[config.mk]
export PLATFORM = sky130hd
export DESIGN_NAME = axi_ni_request
export DESIGN_NICKNAME = d
export VERILOG_FILES = /design/src/noc_req_pkg.sv /design/src/req_id_arbiter.sv /design/src/request_sequencer.sv /design/src/outstanding_counter_bank.sv /design/src/axi_ni_request.sv
export SDC_FILE = /design/constraint.sdc
export NUM_CORES = 1
export LEC_CHECK = 0
export ABC_AREA = 1
export BUFFER_PORTS_ARGS = -buffer_cell sky130_fd_sc_hd__buf_4
export CORE_MARGIN = 8
export CORE_UTILIZATION = 33
export DETAILED_ROUTE_END_ITERATION = 7
export GPL_TIMING_DRIVEN = 0
export HOLD_SLACK_MARGIN = 0.15
export REMOVE_ABC_BUFFERS = 1
export SYNTH_ARGS = -nofsm -noshare
export SYNTH_HDL_FRONTEND = slang
export SYNTH_HIERARCHICAL = 1
export SYNTH_SLANG_ARGS = --single-unit
[constraint.sdc]
create_clock -name clk -period 7 [get_ports clk]
set_input_delay 1.05 -clock clk [delete_from_list [all_inputs] [get_ports clk]]
set_output_delay 1.05 -clock clk [all_outputs]
set_load 0.1 [all_outputs]
[src/noc_req_pkg.sv]
`default_nettype none

package noc_req_pkg;

    // --------------------
    // sizes
    // --------------------

    localparam int id_count         = 16;  // AXI IDs served by the NI
    localparam int id_width         = 4;
    localparam int flit_count_width = 3;

    typedef logic [id_count-1:0] id_vec_t;  // one bit per id
    typedef logic [id_width-1:0] id_t;

    // flits per request piece, as seen by the link layer
    localparam logic [flit_count_width-1:0] req_header_flits        = flit_count_width'(1);
    localparam logic [flit_count_width-1:0] write_req_payload_flits = flit_count_width'(1);

    // --------------------
    // encodings
    // --------------------

    // position of a flit inside a packet
    typedef enum logic [1:0] {
        flit_head    = 2'b00,
        flit_payload = 2'b01,
        flit_tail    = 2'b10,
        flit_single  = 2'b11
    } flit_seq_t;

    // arbiter decision
    typedef enum logic [2:0] {
        op_none       = 3'd0,
        op_read       = 3'd1,
        op_write      = 3'd2,
        op_read_ovfl  = 3'd3,  // read blocked by the outstanding limit
        op_write_ovfl = 3'd4   // write blocked by the outstanding limit
    } req_op_t;

    // --------------------
    // bundles
    // --------------------

    typedef struct packed {
        req_op_t op;
        id_t     id;
    } grant_t;

    // per-id queue emptiness
    typedef struct packed {
        id_vec_t ar;
        id_vec_t aw;
        id_vec_t wd;
    } queue_empty_t;

    // per-id pop pulses, one cycle each
    typedef struct packed {
        id_vec_t ar;
        id_vec_t aw;
        id_vec_t wd;
    } queue_pop_t;

    // flit control toward the link layer
    typedef struct packed {
        logic                        send_message;
        logic                        is_payload;
        logic                        sample_header;   // latch ar/aw fields
        logic                        sample_payload;  // latch a wd beat
        logic                        write_select;
        flit_seq_t                   flit_sequence;
        logic [flit_count_width-1:0] num_flits;
    } tx_ctrl_t;

endpackage

`default_nettype wire

[src/req_id_arbiter.sv]
`default_nettype none

module req_id_arbiter (
    input  noc_req_pkg::queue_empty_t queue_empty,
    input  noc_req_pkg::id_vec_t      rd_max,
    input  noc_req_pkg::id_vec_t      wr_max,
    input  noc_req_pkg::grant_t       prev_grant,
    output noc_req_pkg::grant_t       grant
);
    import noc_req_pkg::*;

    id_vec_t rd_ready;  // read address waiting
    id_vec_t wr_ready;  // write address and data both waiting
    grant_t  pick;      // choice before the outstanding limit check

    assign rd_ready = ~queue_empty.ar;
    assign wr_ready = ~queue_empty.aw & ~queue_empty.wd;

    // --------------------
    // round-robin search
    // --------------------

    always_comb
    begin
        id_t  idx;
        logic found;

        pick  = '{op: op_none, id: prev_grant.id};
        found = 1'b0;
        idx   = prev_grant.id;

        // previous id gets another turn only after idle or a read
        if (prev_grant.op == op_none)
        begin
            if (rd_ready[prev_grant.id])
            begin
                pick.op = op_read;
                found   = 1'b1;
            end
            else if (wr_ready[prev_grant.id])
            begin
                pick.op = op_write;
                found   = 1'b1;
            end
        end
        else if (prev_grant.op == op_read && wr_ready[prev_grant.id])
        begin
            pick.op = op_write;  // read then write on the same id
            found   = 1'b1;
        end

        // ids after the previous one, wrap is free since id_count fills id_t
        for (int k = 1; k < id_count; k++)
        begin
            idx = prev_grant.id + id_t'(k);
            if (!found && rd_ready[idx])
            begin
                pick  = '{op: op_read, id: idx};
                found = 1'b1;
            end
            else if (!found && wr_ready[idx])
            begin
                pick  = '{op: op_write, id: idx};
                found = 1'b1;
            end
        end

        // nobody else waiting, back to the previous id
        if (!found)
        begin
            if (wr_ready[prev_grant.id])
                pick.op = op_write;
            else if (rd_ready[prev_grant.id])
                pick.op = op_read;
        end
    end

    // --------------------
    // outstanding limit
    // --------------------

    always_comb
    begin
        grant = pick;
        if (pick.op == op_read && rd_max[pick.id])
            grant.op = op_read_ovfl;   // counter full, request stays queued
        else if (pick.op == op_write && wr_max[pick.id])
            grant.op = op_write_ovfl;
    end

endmodule

`default_nettype wire

[src/request_sequencer.sv]
`default_nettype none

module request_sequencer (
    input  logic                      clk,
    input  logic                      rst_n,
    input  noc_req_pkg::grant_t       grant,
    input  noc_req_pkg::queue_empty_t queue_empty,
    input  logic                      last_beat,
    input  logic                      tx_gone,
    output noc_req_pkg::grant_t       prev_grant,
    output noc_req_pkg::queue_pop_t   queue_pop,
    output noc_req_pkg::tx_ctrl_t     tx,
    output noc_req_pkg::id_t          curr_tid,
    output noc_req_pkg::id_vec_t      incr_rd,
    output noc_req_pkg::id_vec_t      incr_wr,
    output noc_req_pkg::id_vec_t      ovfl_rd,
    output noc_req_pkg::id_vec_t      ovfl_wr
);
    import noc_req_pkg::*;

    typedef enum logic [2:0] {
        st_idle,
        st_write_header,
        st_read_header,
        st_write_payload,
        st_write_pause,
        st_write_last
    } state_t;

    state_t state;
    state_t state_nxt;
    logic   take_grant;  // record the idle decision
    logic   wd_ready;    // write data available for the current id
    id_t    cur_id;

    assign cur_id   = prev_grant.id;
    assign wd_ready = !queue_empty.wd[cur_id];
    assign curr_tid = tx.sample_header ? grant.id : cur_id;  // new id shows while sampling

    // --------------------
    // registers
    // --------------------

    always_ff @(posedge clk)
    begin
        if (!rst_n)
        begin
            state      <= st_idle;
            prev_grant <= '{op: op_none, id: '0};
        end
        else
        begin
            state <= state_nxt;
            if (take_grant)
                prev_grant <= grant;
        end
    end

    // --------------------
    // next state, outputs
    // --------------------

    always_comb
    begin
        state_nxt        = state;
        take_grant       = 1'b0;
        queue_pop        = '0;
        tx               = '0;
        tx.flit_sequence = flit_head;
        incr_rd          = '0;
        incr_wr          = '0;
        ovfl_rd          = '0;
        ovfl_wr          = '0;

        case (state)
            st_idle:
            begin
                take_grant = (grant.op != op_none);  // overflow decisions count too
                case (grant.op)
                    op_read:
                    begin
                        tx.sample_header       = 1'b1;
                        queue_pop.ar[grant.id] = 1'b1;
                        incr_rd[grant.id]      = 1'b1;
                        state_nxt              = st_read_header;
                    end
                    op_write:
                    begin
                        tx.sample_header       = 1'b1;
                        tx.write_select        = 1'b1;
                        queue_pop.aw[grant.id] = 1'b1;
                        incr_wr[grant.id]      = 1'b1;
                        state_nxt              = st_write_header;
                    end
                    op_read_ovfl:  ovfl_rd[grant.id] = 1'b1;  // nothing popped
                    op_write_ovfl: ovfl_wr[grant.id] = 1'b1;
                    default:
                    begin
                        // no request waiting
                    end
                endcase
            end

            st_read_header:
            begin
                tx.send_message  = 1'b1;
                tx.flit_sequence = flit_single;
                tx.num_flits     = req_header_flits;
                if (tx_gone)
                    state_nxt = st_idle;
            end

            st_write_header:
            begin
                tx.send_message  = 1'b1;
                tx.write_select  = 1'b1;
                tx.num_flits     = req_header_flits;
                if (tx_gone)
                begin
                    // first beat was checked by the arbiter
                    tx.sample_payload    = 1'b1;
                    queue_pop.wd[cur_id] = 1'b1;
                    state_nxt            = last_beat ? st_write_last : st_write_payload;
                end
            end

            st_write_payload:
            begin
                tx.send_message  = 1'b1;
                tx.is_payload    = 1'b1;
                tx.write_select  = 1'b1;
                tx.flit_sequence = flit_payload;
                tx.num_flits     = write_req_payload_flits;
                if (tx_gone && wd_ready)
                begin
                    tx.sample_payload    = 1'b1;
                    queue_pop.wd[cur_id] = 1'b1;
                    state_nxt            = last_beat ? st_write_last : st_write_payload;
                end
                else if (tx_gone)
                    state_nxt = st_write_pause;  // data ran dry
            end

            st_write_pause:
            begin
                tx.is_payload    = 1'b1;         // link stays in payload mode
                tx.write_select  = 1'b1;
                tx.flit_sequence = flit_payload;
                tx.num_flits     = write_req_payload_flits;
                if (wd_ready)
                begin
                    tx.sample_payload    = 1'b1;
                    queue_pop.wd[cur_id] = 1'b1;
                    state_nxt            = last_beat ? st_write_last : st_write_payload;
                end
            end

            st_write_last:
            begin
                tx.send_message  = 1'b1;
                tx.is_payload    = 1'b1;
                tx.write_select  = 1'b1;
                tx.flit_sequence = flit_tail;
                tx.num_flits     = write_req_payload_flits;
                if (tx_gone)
                    state_nxt = st_idle;
            end

            default: state_nxt = st_idle;
        endcase
    end

endmodule

`default_nettype wire

[src/outstanding_counter_bank.sv]
`default_nettype none

module outstanding_counter_bank #(
    parameter int log_max = 0  // up to 2**log_max in flight per id
) (
    input  logic                 clk,
    input  logic                 rst_n,
    input  noc_req_pkg::id_vec_t incr,
    input  noc_req_pkg::id_vec_t decr,
    input  noc_req_pkg::id_vec_t ovfl_req,
    output noc_req_pkg::id_vec_t at_max,
    output noc_req_pkg::id_vec_t ovfl,
    output noc_req_pkg::id_vec_t unfl,
    output noc_req_pkg::id_vec_t busy
);
    import noc_req_pkg::*;

    typedef logic [log_max:0] count_t;

    localparam count_t max_count = count_t'(1) << log_max;

    count_t count [id_count];

    // --------------------
    // status
    // --------------------

    always_comb
    begin
        for (int i = 0; i < id_count; i++)
        begin
            at_max[i] = (count[i] == max_count);
            busy[i]   = (count[i] != '0);  // response still owed
        end
    end

    // --------------------
    // counters
    // --------------------

    always_ff @(posedge clk)
    begin
        if (!rst_n)
        begin
            ovfl <= '0;
            unfl <= '0;
            for (int i = 0; i < id_count; i++)
                count[i] <= '0;
        end
        else
        begin
            ovfl <= ovfl_req;
            unfl <= '0;
            for (int i = 0; i < id_count; i++)
            begin
                // an increment wins over a same-cycle decrement
                if (incr[i] && !at_max[i])
                    count[i] <= count[i] + count_t'(1);
                else if (decr[i] && count[i] != '0)
                    count[i] <= count[i] - count_t'(1);
                else if (decr[i])
                    unfl[i] <= 1'b1;  // response without a request
            end
        end
    end

endmodule

`default_nettype wire

[src/axi_ni_request.sv]
`default_nettype none

module axi_ni_request #(
    parameter int log_max_outs_rd = 0,
    parameter int log_max_outs_wr = 4
) (
    input  logic                      clk,
    input  logic                      rst_n,
    input  noc_req_pkg::queue_empty_t queue_empty,
    input  logic                      last_beat,
    input  logic                      tx_gone,
    input  noc_req_pkg::id_vec_t      decr_rd,   // read response seen
    input  noc_req_pkg::id_vec_t      decr_wr,   // write response seen
    output noc_req_pkg::queue_pop_t   queue_pop,
    output noc_req_pkg::tx_ctrl_t     tx,
    output noc_req_pkg::id_t          curr_tid,
    output noc_req_pkg::id_vec_t      rd_ovfl,
    output noc_req_pkg::id_vec_t      wr_ovfl,
    output noc_req_pkg::id_vec_t      rd_unfl,
    output noc_req_pkg::id_vec_t      wr_unfl,
    output noc_req_pkg::id_vec_t      response_awaited
);
    import noc_req_pkg::*;

    grant_t  grant;
    grant_t  prev_grant;
    id_vec_t rd_max;
    id_vec_t wr_max;
    id_vec_t incr_rd;
    id_vec_t incr_wr;
    id_vec_t ovfl_rd;    // blocked read, before the bank register
    id_vec_t ovfl_wr;
    id_vec_t rd_busy;
    id_vec_t wr_busy;

    req_id_arbiter u_arbiter (
        .queue_empty (queue_empty),
        .rd_max      (rd_max),
        .wr_max      (wr_max),
        .prev_grant  (prev_grant),
        .grant       (grant)
    );

    request_sequencer u_sequencer (
        .clk         (clk),
        .rst_n       (rst_n),
        .grant       (grant),
        .queue_empty (queue_empty),
        .last_beat   (last_beat),
        .tx_gone     (tx_gone),
        .prev_grant  (prev_grant),
        .queue_pop   (queue_pop),
        .tx          (tx),
        .curr_tid    (curr_tid),
        .incr_rd     (incr_rd),
        .incr_wr     (incr_wr),
        .ovfl_rd     (ovfl_rd),
        .ovfl_wr     (ovfl_wr)
    );

    outstanding_counter_bank #(.log_max(log_max_outs_rd)) rd_bank (
        .clk      (clk),
        .rst_n    (rst_n),
        .incr     (incr_rd),
        .decr     (decr_rd),
        .ovfl_req (ovfl_rd),
        .at_max   (rd_max),
        .ovfl     (rd_ovfl),
        .unfl     (rd_unfl),
        .busy     (rd_busy)
    );

    outstanding_counter_bank #(.log_max(log_max_outs_wr)) wr_bank (
        .clk      (clk),
        .rst_n    (rst_n),
        .incr     (incr_wr),
        .decr     (decr_wr),
        .ovfl_req (ovfl_wr),
        .at_max   (wr_max),
        .ovfl     (wr_ovfl),
        .unfl     (wr_unfl),
        .busy     (wr_busy)
    );

    assign response_awaited = rd_busy | wr_busy;  // any request in flight on that id

endmodule

`default_nettype wire

==> summary.md <==
| Metric | Value |
|---|---|
| Status | completed |
| Final Hold Slack | 0.479 ns |
| RSZ-0062 raised after global routing | true |
| Final worst path period need | 6.83 ns |
| Wirelength per Cell | 16.1 um |
| Cells after Synth | roughly 2200 |
| # rows | 77 |
| Max_cap viols | 0 |
| Area grow syn2layout | 29.4% |
| Hold buffers post-CTS | 0 |
| Setup crit end kind | output pin |
| Cell variety after synth | 50 |
| CP arrival | a little under 6 ns |
| Die width | between 200 and 250 um |
| H-tree Lvls | 4 |
| Vias in the first global route | roughly 14000 |
| Largest net degree at the start of global routing | 129 |
| Startpoint Class | flip-flop |
| Cell taking the most area after synthesis | edfxtp_1 |
| Final Setup Violations | 0 |
| Clk sink count | between 150 and 200 |
| Top cells by count, synth | nand2_1, inv_1, nor2_1, nand3_1, edfxtp_1 |
| Overflow after GRT | 0 |
| CP Class | reg -> out |
| CTS clk-pin slew, worst paths | around 0.070 ns |
| Main flop type after synthesis | edfxtp_1 |
| Synth top area cells | edfxtp_1, nand2_1, dfxtp_1 |
| Seq/Total Area, Yosys | between 30% and 40% |
| Worst Max-Slew Pin Slew | ~1.3 ns |
| Period utilization | between 90% and 100% |
| Final Util | a little over two fifths |
| Clock tree buffer depth | 2 |
| Fmax | roughly 0.15 GHz |
| Worst EP required | 5.95 ns |
| Fin nets | 2564 |
| Fin. max-slew vios | 0 |
| Via count | between 10000 and 15000 |
| IO Pins | 226 |
| Worst Hold Class | reg -> reg |
| Clock latency on the worst-skew pair | 0.45 ns |
| Synth async-reset ratio | 0% |
| Die Height | about 230 um |
| Share of cells above drive strength 1 | 23.3% |
| Yosys top cell area share | 19.7% |
| DP Wirelength | about 35000 um |
| First-pass GRT wire length | 72100 um |
| Via density | a little under 5 |
| Port bufs | approximately 220 |
| Slowest CP cell | ha_4 |
| Fill count | between 4000 and 5000 |
| Post-Syn Area per Cell | 6.67 um2 |
| Pre-antenna DRT Iters | 6 |
| GP Congestion | 0.935 |
| Tot GR Track Use | between 10% and 20% |
| DRT antenna net count | 0 |
| Initial detailed-routing violation count | 1206 |
| DR DRC count | 0 |
| Initial antenna violation count | 0 |
| TritonCTS Buffers | 17 |
| WL final | a little under 50000 um |
| Clock Tree Root | clkbuf_16 |
| Core area | about 44000 um2 |
| Worst-path fanout max | 8 |
| Clock skew | roughly 0.011 ns |
| Ant diodes | 0 |
| Register bit total from synthesis | 170 |
| Rel. slew slack | between 10% and 20% |
| Mapped cell area | ~15000 um2 |
| Initial Util | between 30 and 40% |
| Hold Fails Final Rpt | 0 |
| Post-synth EDFFs | 95 |
| Die ar. | 50900 um2 |
| Top-count cell post-synth | nand2_1 |
| CP max stage delay | 0.41 ns |
| Warnings, synthesis | 6 |
| CTS tree | built |
## what timing repair did
item                                    in CTS  in global routing
pin swaps                                    3                 38
buffers inserted                            23                 52
gates resized for setup                    117                165
hold endpoints to repair                     0                  0
gates cloned                                 2                 11
endpoints found under the setup margin     291                 74
## per-stage QoR
stage | worst slack (ns) | cell area [um2] | setup TNS (ns) | cells
6_report | 0.170 | 18800 | 0 | 3016
3_3_place_gp | -3.62 | 16200 | -791.16 | 2894
4_1_cts | 0.00979 | 17400 | 0 | 2952
5_1_grt | -0.101 | 18800 | -1.84 | 3016
3_5_place_dp | -3.24 | 16200 | -670.94 | 2895
2_1_floorplan | -2.03 | 13800 | -308.20 | 2079
## cells by family (layout without fill, tap and decap cells)
group	count (synthesis)	in the layout	share of synthesized area, %
buffers and inverters	454	697	14.1
other	1	2	0.0259
flip-flops	170	170	30.0
adder cells (fa/ha/maj)	69	69	6.73
AO/OA/AOI/OAI	185	186	7.26
AND/OR/NAND/NOR	1275	1280	40.2
XOR/XNOR	20	20	1.62
## final timing paths
| check | from | to | slack [ns] | depth (start not counted) |
|---|---|---|---|---|
| worst min register to register | u_sequencer/prev_grant[4] | u_sequencer/prev_grant[4] | 0.48 | 2 |
| worst min-delay path | u_sequencer/prev_grant[4] | u_sequencer/prev_grant[4] | 0.48 | 2 |
| worst max-delay path | u_sequencer/cur_id[1] | queue_pop[16] | 0.17 | 38 |
| worst max register to register | u_sequencer/cur_id[1] | wr_bank/count[1][14] | 0.37 | 48 |
## layout make-up
type | count | area [um2] | area share (%)
repair inverters | 3 | 25.0 | 0.133
clock buffers | 20 | 479 | 2.55
inverters | 358 | 1400 | 7.43
clock inverters | 12 | 82.6 | 0.440
repair buffers | 304 | 2990 | 15.9
flip-flops and latches | 170 | 4370 | 23.3
multi-input cells | 1557 | 8690 | 46.3
well taps | 592 | 741 | 3.95
## registers in the layout (all words and copies together) (netlist names)
signal / count
wr_bank/count: 80
rd_bank/count: 16
rd_bank/ovfl: 16
rd_bank/unfl: 16
wr_bank/ovfl: 16
wr_bank/unfl: 16
u_sequencer/cur_id: 4
u_sequencer/prev_grant: 3
u_sequencer/state: 3
## critical path, delay by kind of cell (launching register included)
family	cells	cell delay [ns]
flip-flops	1	0.40
buffers and inverters	9	1.10
adder cells (fa/ha/maj)	1	0.41
AO/OA/AOI/OAI	1	0.14
AND/OR/NAND/NOR	27	3.24
## placed cells by master (no fill, tap or decap), types with 23 or more instances in the layout
master and count:
nor2_1 214, nor2_4 44, o21ai_0 42, nand3_2 23
inv_1 328, nand2_2 44, nor2_2 23, ha_1 52
buf_12 43, edfxtp_1 95, nand2_1 582, a21oi_1 74
dfxtp_1 71, buf_4 240, clkbuf_16 23, nand3_1 243
nand4_1 40
## layer usage
metal	wire length (um)	vias to the layer above	global-route usage, %
li1	-	7367	-
met1	19900	6845	20.9
met2	23900	473	31.3
met3	3510	75	4.25
met4	1110	0	5.05
met5	0	-	0
Power is not shown: default switching activity piles up to over one toggle a cycle in this logic, so the estimate is an artifact.
